===== src/rtl/gomoku_pkg.sv =====
package gomoku_pkg;

	localparam int BOARD_N = 5;
	localparam int CELLS   = BOARD_N * BOARD_N;

	// 2 bits per cell, index = row * BOARD_N + col
	typedef logic [2*CELLS-1:0] board_t;

	localparam logic [1:0] CELL_EMPTY = 2'd0;
	localparam logic [1:0] CELL_P0    = 2'd1;
	localparam logic [1:0] CELL_P1    = 2'd2;

	localparam int SCORE_W      = 16;
	localparam int SEARCH_DEPTH = 2;

	// symmetric sentinels, min is most negative plus one
	localparam logic signed [SCORE_W-1:0] SCORE_MAX = {1'b0, {(SCORE_W-1){1'b1}}};
	localparam logic signed [SCORE_W-1:0] SCORE_MIN = -SCORE_MAX;

	typedef logic [2:0] coord_t;	// row or column

	function automatic logic [1:0] cell_at(board_t b, int idx);
		return b[2*idx +: 2];
	endfunction

endpackage


===== src/rtl/search_launch.sv =====
`timescale 1ns/1ps

module search_launch (
	input  logic                                 i_clk,
	input  logic                                 i_rst_n,
	input  logic                                 i_start,
	input  gomoku_pkg::board_t                   i_board,
	input  logic                                 i_side,
	input  logic                                 i_root_finish,
	input  logic signed [gomoku_pkg::SCORE_W-1:0] i_root_point,
	input  gomoku_pkg::coord_t                   i_root_x,
	input  gomoku_pkg::coord_t                   i_root_y,
	output logic                                 o_busy,
	output logic                                 o_done,
	output logic                                 o_root_start,
	output gomoku_pkg::board_t                   o_root_board,
	output logic signed [gomoku_pkg::SCORE_W-1:0] o_root_bound,
	output logic                                 o_side,
	output gomoku_pkg::coord_t                   o_x,
	output gomoku_pkg::coord_t                   o_y,
	output logic signed [gomoku_pkg::SCORE_W-1:0] o_score
);
	import gomoku_pkg::*;

	board_t                     board_r;
	logic                       side_r;
	logic                       busy_r;
	logic                       start_r;
	logic                       done_r;
	logic [4:0]                 empty_cnt;

	assign o_busy       = busy_r;
	assign o_done       = done_r;
	assign o_root_start = start_r;
	assign o_root_board = board_r;
	assign o_side       = side_r;
	// root bound that never prunes
	assign o_root_bound = side_r ? SCORE_MAX : SCORE_MIN;

	always_ff @(posedge i_clk) begin
		if (i_start && !busy_r)
			board_r <= i_board;
	end

	always_ff @(posedge i_clk, negedge i_rst_n) begin
		if (!i_rst_n) begin
			side_r  <= 1'b0;
			busy_r  <= 1'b0;
			start_r <= 1'b0;
			done_r  <= 1'b0;
			o_x     <= '0;
			o_y     <= '0;
			o_score <= '0;
		end else begin
			start_r <= 1'b0;
			done_r  <= 1'b0;
			if (!busy_r) begin
				if (i_start) begin	// ignored while busy
					side_r  <= i_side;
					busy_r  <= 1'b1;
					start_r <= 1'b1;
				end
			end else if (i_root_finish) begin
				o_x     <= i_root_x;
				o_y     <= i_root_y;
				o_score <= i_root_point;
				done_r  <= 1'b1;
				busy_r  <= 1'b0;
			end
		end
	end

	always_comb begin
		empty_cnt = '0;
		for (int i = 0; i < CELLS; i++)
			if (cell_at(i_board, i) == CELL_EMPTY)
				empty_cnt = empty_cnt + 5'd1;
	end

	// every level needs a free cell to place on
	a_enough_empty: assert property (@(posedge i_clk) disable iff (!i_rst_n)
		(i_start && !busy_r) |-> (empty_cnt >= SEARCH_DEPTH));

	a_finish_when_busy: assert property (@(posedge i_clk) disable iff (!i_rst_n)
		i_root_finish |-> busy_r);

endmodule


===== src/rtl/minmax_node.sv =====
`timescale 1ns/1ps

module minmax_node #(
	parameter int LEVEL = 0
) (
	input  logic                                 i_clk,
	input  logic                                 i_rst_n,
	input  logic                                 i_side,
	input  logic                                 i_start,
	input  gomoku_pkg::board_t                   i_board,
	input  logic signed [gomoku_pkg::SCORE_W-1:0] i_prev_point,
	input  logic                                 i_next,
	input  logic signed [gomoku_pkg::SCORE_W-1:0] i_point,
	output logic                                 o_start,
	output gomoku_pkg::board_t                   o_board,
	output logic signed [gomoku_pkg::SCORE_W-1:0] o_point,
	output logic                                 o_finish,
	output gomoku_pkg::coord_t                   o_x,
	output gomoku_pkg::coord_t                   o_y
);
	import gomoku_pkg::*;

	typedef enum logic [1:0] {S_IDLE, S_SCAN, S_WAIT} state_t;

	state_t                     state_r, state_w;
	logic [4:0]                 ptr_r, ptr_w;
	logic [4:0]                 cand_r, cand_w;
	logic signed [SCORE_W-1:0]  best_r, best_w;
	coord_t                     best_x_r, best_x_w;
	coord_t                     best_y_r, best_y_w;
	board_t                     board_r, board_w;
	logic                       start_r, start_w;
	logic                       finish_r, finish_w;

	logic                       mover;	// 1 means player 1, the maximizer
	logic [1:0]                 stone;
	logic                       scan_end;
	logic [4:0]                 scan_idx;
	logic                       better;
	logic signed [SCORE_W-1:0]  next_best;
	logic                       prune;

	assign mover    = i_side ^ (LEVEL % 2 != 0);
	assign stone    = mover ? CELL_P1 : CELL_P0;
	assign scan_end = (ptr_r == 5'(CELLS));
	assign scan_idx = scan_end ? 5'd0 : ptr_r;

	// strict improvement keeps the earliest cell on ties
	assign better    = mover ? (i_point > best_r) : (i_point < best_r);
	assign next_best = better ? i_point : best_r;
	assign prune     = mover ? (next_best >= i_prev_point) : (next_best <= i_prev_point);

	assign o_start  = start_r;
	assign o_board  = board_r;
	assign o_point  = best_r;
	assign o_finish = finish_r;
	assign o_x      = best_x_r;
	assign o_y      = best_y_r;

	always_comb begin
		state_w  = state_r;
		ptr_w    = ptr_r;
		cand_w   = cand_r;
		best_w   = best_r;
		best_x_w = best_x_r;
		best_y_w = best_y_r;
		board_w  = board_r;
		start_w  = 1'b0;
		finish_w = 1'b0;
		case (state_r)
			S_IDLE: begin
				if (i_start) begin
					ptr_w   = '0;
					best_w  = mover ? SCORE_MIN : SCORE_MAX;
					state_w = S_SCAN;
				end
			end
			S_SCAN: begin
				if (scan_end) begin
					finish_w = 1'b1;
					state_w  = S_IDLE;
				end else if (cell_at(i_board, scan_idx) == CELL_EMPTY) begin
					board_w                 = i_board;
					board_w[2*scan_idx +: 2] = stone;	// place candidate
					cand_w                  = scan_idx;
					start_w                 = 1'b1;
					ptr_w                   = ptr_r + 5'd1;
					state_w                 = S_WAIT;
				end else begin
					ptr_w = ptr_r + 5'd1;
				end
			end
			S_WAIT: begin
				if (i_next) begin
					best_w = next_best;
					if (better) begin
						best_x_w = coord_t'(cand_r % BOARD_N);
						best_y_w = coord_t'(cand_r / BOARD_N);
					end
					if (prune) begin	// parent would never take this branch
						finish_w = 1'b1;
						state_w  = S_IDLE;
					end else begin
						state_w = S_SCAN;
					end
				end
			end
			default: state_w = S_IDLE;
		endcase
	end

	always_ff @(posedge i_clk) begin
		board_r <= board_w;
		cand_r  <= cand_w;
	end

	always_ff @(posedge i_clk, negedge i_rst_n) begin
		if (!i_rst_n) begin
			state_r  <= S_IDLE;
			ptr_r    <= '0;
			best_r   <= '0;
			best_x_r <= '0;
			best_y_r <= '0;
			start_r  <= 1'b0;
			finish_r <= 1'b0;
		end else begin
			state_r  <= state_w;
			ptr_r    <= ptr_w;
			best_r   <= best_w;
			best_x_r <= best_x_w;
			best_y_r <= best_y_w;
			start_r  <= start_w;
			finish_r <= finish_w;
		end
	end

	// child answers only to a start we issued
	a_next_in_wait: assert property (@(posedge i_clk) disable iff (!i_rst_n)
		i_next |-> (state_r == S_WAIT));

endmodule


===== src/rtl/board_scorer.sv =====
`timescale 1ns/1ps

module board_scorer (
	input  logic                                 i_clk,
	input  logic                                 i_rst_n,
	input  logic                                 i_start,
	input  gomoku_pkg::board_t                   i_board,
	output logic signed [gomoku_pkg::SCORE_W-1:0] o_point,
	output logic                                 o_finish
);
	import gomoku_pkg::*;

	logic signed [SCORE_W-1:0] score;
	logic [1:0]                here;

	// +1 for a player 1 pair, -1 for a player 0 pair
	function automatic logic signed [SCORE_W-1:0] pair_val(logic [1:0] a, logic [1:0] b);
		if (a == CELL_P1 && b == CELL_P1)
			return 1;
		else if (a == CELL_P0 && b == CELL_P0)
			return -1;
		else
			return 0;
	endfunction

	always_comb begin
		score = '0;
		here  = CELL_EMPTY;
		for (int r = 0; r < BOARD_N; r++) begin
			for (int c = 0; c < BOARD_N; c++) begin
				here = cell_at(i_board, r*BOARD_N + c);
				if (c < BOARD_N - 1)	// right neighbour
					score = score + pair_val(here, cell_at(i_board, r*BOARD_N + c + 1));
				if (r < BOARD_N - 1)	// lower neighbour
					score = score + pair_val(here, cell_at(i_board, (r+1)*BOARD_N + c));
			end
		end
	end

	always_ff @(posedge i_clk, negedge i_rst_n) begin
		if (!i_rst_n) begin
			o_point  <= '0;
			o_finish <= 1'b0;
		end else begin
			o_finish <= i_start;
			if (i_start)
				o_point <= score;
		end
	end

endmodule


===== src/rtl/gomoku_search_top.sv =====
`timescale 1ns/1ps

module gomoku_search_top (
	input  logic                                 i_clk,
	input  logic                                 i_rst_n,
	input  logic                                 i_start,
	input  gomoku_pkg::board_t                   i_board,
	input  logic                                 i_side,
	output logic                                 o_busy,
	output logic                                 o_done,
	output gomoku_pkg::coord_t                   o_x,
	output gomoku_pkg::coord_t                   o_y,
	output logic signed [gomoku_pkg::SCORE_W-1:0] o_score
);
	import gomoku_pkg::*;

	// index k is the input side of level k, SEARCH_DEPTH is the scorer
	logic                      lvl_start  [0:SEARCH_DEPTH];
	board_t                    lvl_board  [0:SEARCH_DEPTH];
	logic signed [SCORE_W-1:0] lvl_point  [0:SEARCH_DEPTH];
	logic                      lvl_finish [0:SEARCH_DEPTH];
	logic signed [SCORE_W-1:0] lvl_bound  [0:SEARCH_DEPTH-1];
	coord_t                    lvl_x      [0:SEARCH_DEPTH-1];
	coord_t                    lvl_y      [0:SEARCH_DEPTH-1];
	logic                      root_side;

	search_launch u_launch (
		.i_clk         (i_clk),
		.i_rst_n       (i_rst_n),
		.i_start       (i_start),
		.i_board       (i_board),
		.i_side        (i_side),
		.i_root_finish (lvl_finish[0]),
		.i_root_point  (lvl_point[0]),
		.i_root_x      (lvl_x[0]),
		.i_root_y      (lvl_y[0]),
		.o_busy        (o_busy),
		.o_done        (o_done),
		.o_root_start  (lvl_start[0]),
		.o_root_board  (lvl_board[0]),
		.o_root_bound  (lvl_bound[0]),
		.o_side        (root_side),
		.o_x           (o_x),
		.o_y           (o_y),
		.o_score       (o_score)
	);

	for (genvar k = 0; k < SEARCH_DEPTH; k++) begin : g_level
		if (k > 0) begin : g_bound
			assign lvl_bound[k] = lvl_point[k-1];	// parent's running best
		end

		minmax_node #(.LEVEL(k)) u_node (
			.i_clk        (i_clk),
			.i_rst_n      (i_rst_n),
			.i_side       (root_side),
			.i_start      (lvl_start[k]),
			.i_board      (lvl_board[k]),
			.i_prev_point (lvl_bound[k]),
			.i_next       (lvl_finish[k+1]),
			.i_point      (lvl_point[k+1]),
			.o_start      (lvl_start[k+1]),
			.o_board      (lvl_board[k+1]),
			.o_point      (lvl_point[k]),
			.o_finish     (lvl_finish[k]),
			.o_x          (lvl_x[k]),
			.o_y          (lvl_y[k])
		);
	end

	board_scorer u_scorer (
		.i_clk    (i_clk),
		.i_rst_n  (i_rst_n),
		.i_start  (lvl_start[SEARCH_DEPTH]),
		.i_board  (lvl_board[SEARCH_DEPTH]),
		.o_point  (lvl_point[SEARCH_DEPTH]),
		.o_finish (lvl_finish[SEARCH_DEPTH])
	);

endmodule


===== config.mk =====
export PLATFORM = sky130hd
export DESIGN_NAME = gomoku_search_top
export DESIGN_NICKNAME = d
export VERILOG_FILES = /design/src/rtl/gomoku_pkg.sv /design/src/rtl/search_launch.sv /design/src/rtl/minmax_node.sv /design/src/rtl/board_scorer.sv /design/src/rtl/gomoku_search_top.sv
export SDC_FILE = /design/constraint.sdc
export NUM_CORES = 1
export LEC_CHECK = 0
export BUFFER_PORTS_ARGS = -buffer_cell sky130_fd_sc_hd__buf_2
export CORE_MARGIN = 2
export CORE_UTILIZATION = 45
export DETAILED_ROUTE_END_ITERATION = 6
export GPL_ROUTABILITY_DRIVEN = 0
export PLACE_DENSITY = 0.71
export RECOVER_POWER = 100
export SLEW_MARGIN = 10
export SYNTH_ARGS = -nofsm -noshare
export SYNTH_HDL_FRONTEND = slang
export SYNTH_SLANG_ARGS = --single-unit
export TNS_END_PERCENT = 100

===== constraint.sdc =====
create_clock -name i_clk -period 6.8 [get_ports i_clk]
set_input_delay 1.36 -clock i_clk [delete_from_list [all_inputs] [get_ports i_clk]]
set_output_delay 1.36 -clock i_clk [all_outputs]
set_load 0.005 [all_outputs]

==> results.ini <==
[die]
die_height_um=203
initial_core_util_pct=45.8
core-area_mm2=0.0387
ios=78
die_area_mm2=0.0410
rows=72
die_w_um=203

[logic_synthesis]
async_flop_share_pct=39.0
syn_area_mm2=0.0177
synth_top_area_share_pct=26.2
yosys_warnings=0
netlist_top_cells_count=215 x inv_1, 155 x edfxtp_1, 148 x nand2_1, 120 x ha_1, 116 x mux2_2
synth_top_family_by_area=adder cells
yosysMostFrequentCell=inv_1
synth_adder_area_share_pct=20.3
yosysTopAreaCell=edfxtp_1
synth_ff_type=edfxtp_1
ys_seq_area_share_pct=40.2
synth_cell_types=77
synth-simple-area-share_pct=12.8
synth-compound-area-share_pct=10.8
syn_inst=1657
syn_avg_cell_area_um2=10.7
synthTopCellsByArea=edfxtp_1 26%, dfrtp_1 14%, fa_1 12%
synthMuxAreaShare_pct=9.24
synth_xor_area_share_pct=0.889
syn_nets=1936
synth_edf_count=155
ys_seq_elements=254

[critical_path]
crit_start=g_level[1].u_node.o_board[43]
r2r_cells=25
crit_arrival_ns=7.24
r2r_slack_ns=-0.05
path_delay_family=adder cells
worstPathRequired_ns=7.19
worst-path-stages=25
crit_path_max_incr_delay_ns=0.59
reg2reg_from=g_level[1].u_node.o_board[43]
critPathCaptureType=flip-flop
critPathMostFrequentCell=fa_1
timing.rr.end=u_scorer.o_point[12]
critPathCapture=u_scorer.o_point[12]
cp-start-kind=flip-flop
path_max_fanout=3
critPathKind=flip-flop to flip-flop
crit_buf_inv=8
slowest_stage=fa_1

[status]
violations=capacitance limit, slew limit, setup timing
status=complete, but fails checks

[placement]
hpwlAfterDp_um=32500
port_buffers=77
place_ws_ns=-0.354

[drt]
drt-pass1-iter-count=5
drt_iter0_drc=989
final_antenna_net_count=0
drc=0
vias_per_cell=5.56
totalWireLength_um=41700
wire_per_inst_um=17.9
vias=13000

[sta]
clock_skew_ns=0.0106
rsz0062_at_grt=yes
setup_tns_ns=-0.139
fin_ws_ns=-0.0489
hold_viol=0
tightest_slew_ns=2.58
slew_violations=166
max_clock_freq_mhz=146
slew_headroom_pct=-71.8
fin_crit_ns=6.85
finalCritPeriodShare_pct=101
setup_violations=7

[clock_tree]
cts_buffers=25
htree_levels=1
cts_num_sinks=254
cts_tree=yes
cts_root_buffer=clkbuf_16
clock_latency_ns=0.54
postCtsHoldBufs=0
clockBufferDepth=3
clk_pin_slew_ns=0.06

[final_layout]
antenna_cells=0
final_nets=2076
areaGrowthSynthToFinish_pct=14.2
drive_gt1_share_pct=19.3

[grt]
antenna_found_initial=0
grt_overflow_total=0
grt_pass1_vias=13300
grt_pass1_wl_um=67500
track_usage_pct=20.3
grt_start_max_net_pins=80

[hold_path]
hp-class=flip-flop to flip-flop

[flow_run]
drv_cap=3

per-layer routing:
layer	wire (um)	share of wire, %	vias to the layer above	GRT usage [%]
li1	-	-	6104	-
met1	18000	43	6376	26.3
met2	20400	49	390	35.4
met3	1780	4.3	105	1.70
met4	1490	3.6	0	7.87
met5	0	0	-	0
layout make-up:
cell class	instances	area [um^2]
tap	518	648
multi-input combinational	1139	9880
fill	3401	18500
sequential	254	7130
timing repair buffer	159	970
clock inverter	14	148
inverter	218	822
clock buffer	31	668
flip-flops by register name, summed over array words and instances (netlist names), 4 cells and up:
name and cells:
u_launch.o_score 16, u_scorer.o_point 16, g_level.u_node.o_board 100, g_level.u_node.state_r 4, g_level.u_node.ptr_r 10, g_level.u_node.o_point 32
g_level.u_node.cand_r 5, u_launch.o_root_board 50
placed cells by master (no fill, tap or decap), types with 21 or more instances in the layout:
cell type / instances
a21oi_1: 49
nand2b_1: 29
mux2_2: 88
nor3_1: 44
clkbuf_16: 25
nand3_1: 25
o21ai_0: 77
ha_1: 113
nor2_1: 89
clkbuf_1: 21
edfxtp_1: 155
buf_2: 64
mux2i_1: 30
inv_1: 202
dfrtp_1: 99
buf_4: 73
nand2_1: 147
nor2b_1: 30
mux2_1: 28
fa_1: 95
stage by stage:
step	hold WS, ns	instances	utilization (%)	area [um^2]
after global routing	0.507	2333	52.3	20300
after detailed placement	0.466	2277	49.5	19200
after global placement	0.456	2277	49.5	19200
after CTS	0.480	2331	52.4	20300
after floorplan	0.370	1657	-	17800
final	0.478	2333	52.3	20300
worst min-delay path, cell delays in order, from the launching register on:
cell     delay (ns)
dfrtp_1        0.34
nand2_1        0.04
o21ai_0        0.06
cell families after synthesis:
kind of cell | after synthesis
simple gates | 460
compound gates | 288
buf+inv | 264
flops | 254
fa+ha+maj | 225
mux | 148
xor+xnor | 18
repair_timing:
item / 4_1_cts / 5_1_grt
pin swaps: 75 / 24
setup endpoints to repair: 10 / 9
gates resized for setup: 65 / 13
buffers inserted: 13 / 2
worst min path at each step:
| stage | startpoint | endpoint | slack (ns) | cells after the start |
|---|---|---|---|---|
| after detailed placement | u_launch.o_score[3] | u_launch.o_score[3] | 0.47 | 2 |
| after floorplan | g_level[1].u_node.o_start | u_scorer.o_finish | 0.37 | 0 |
| after global routing | u_launch.o_score[10] | u_launch.o_score[10] | 0.51 | 2 |
| after CTS | u_launch.o_score[2] | u_launch.o_score[2] | 0.48 | 2 |
| final | u_launch.o_score[3] | u_launch.o_score[3] | 0.48 | 2 |
| after global placement | u_launch.o_score[3] | u_launch.o_score[3] | 0.46 | 2 |
Power is not shown: default switching activity piles up to over one toggle a cycle in this logic, so the estimate is an artifact.
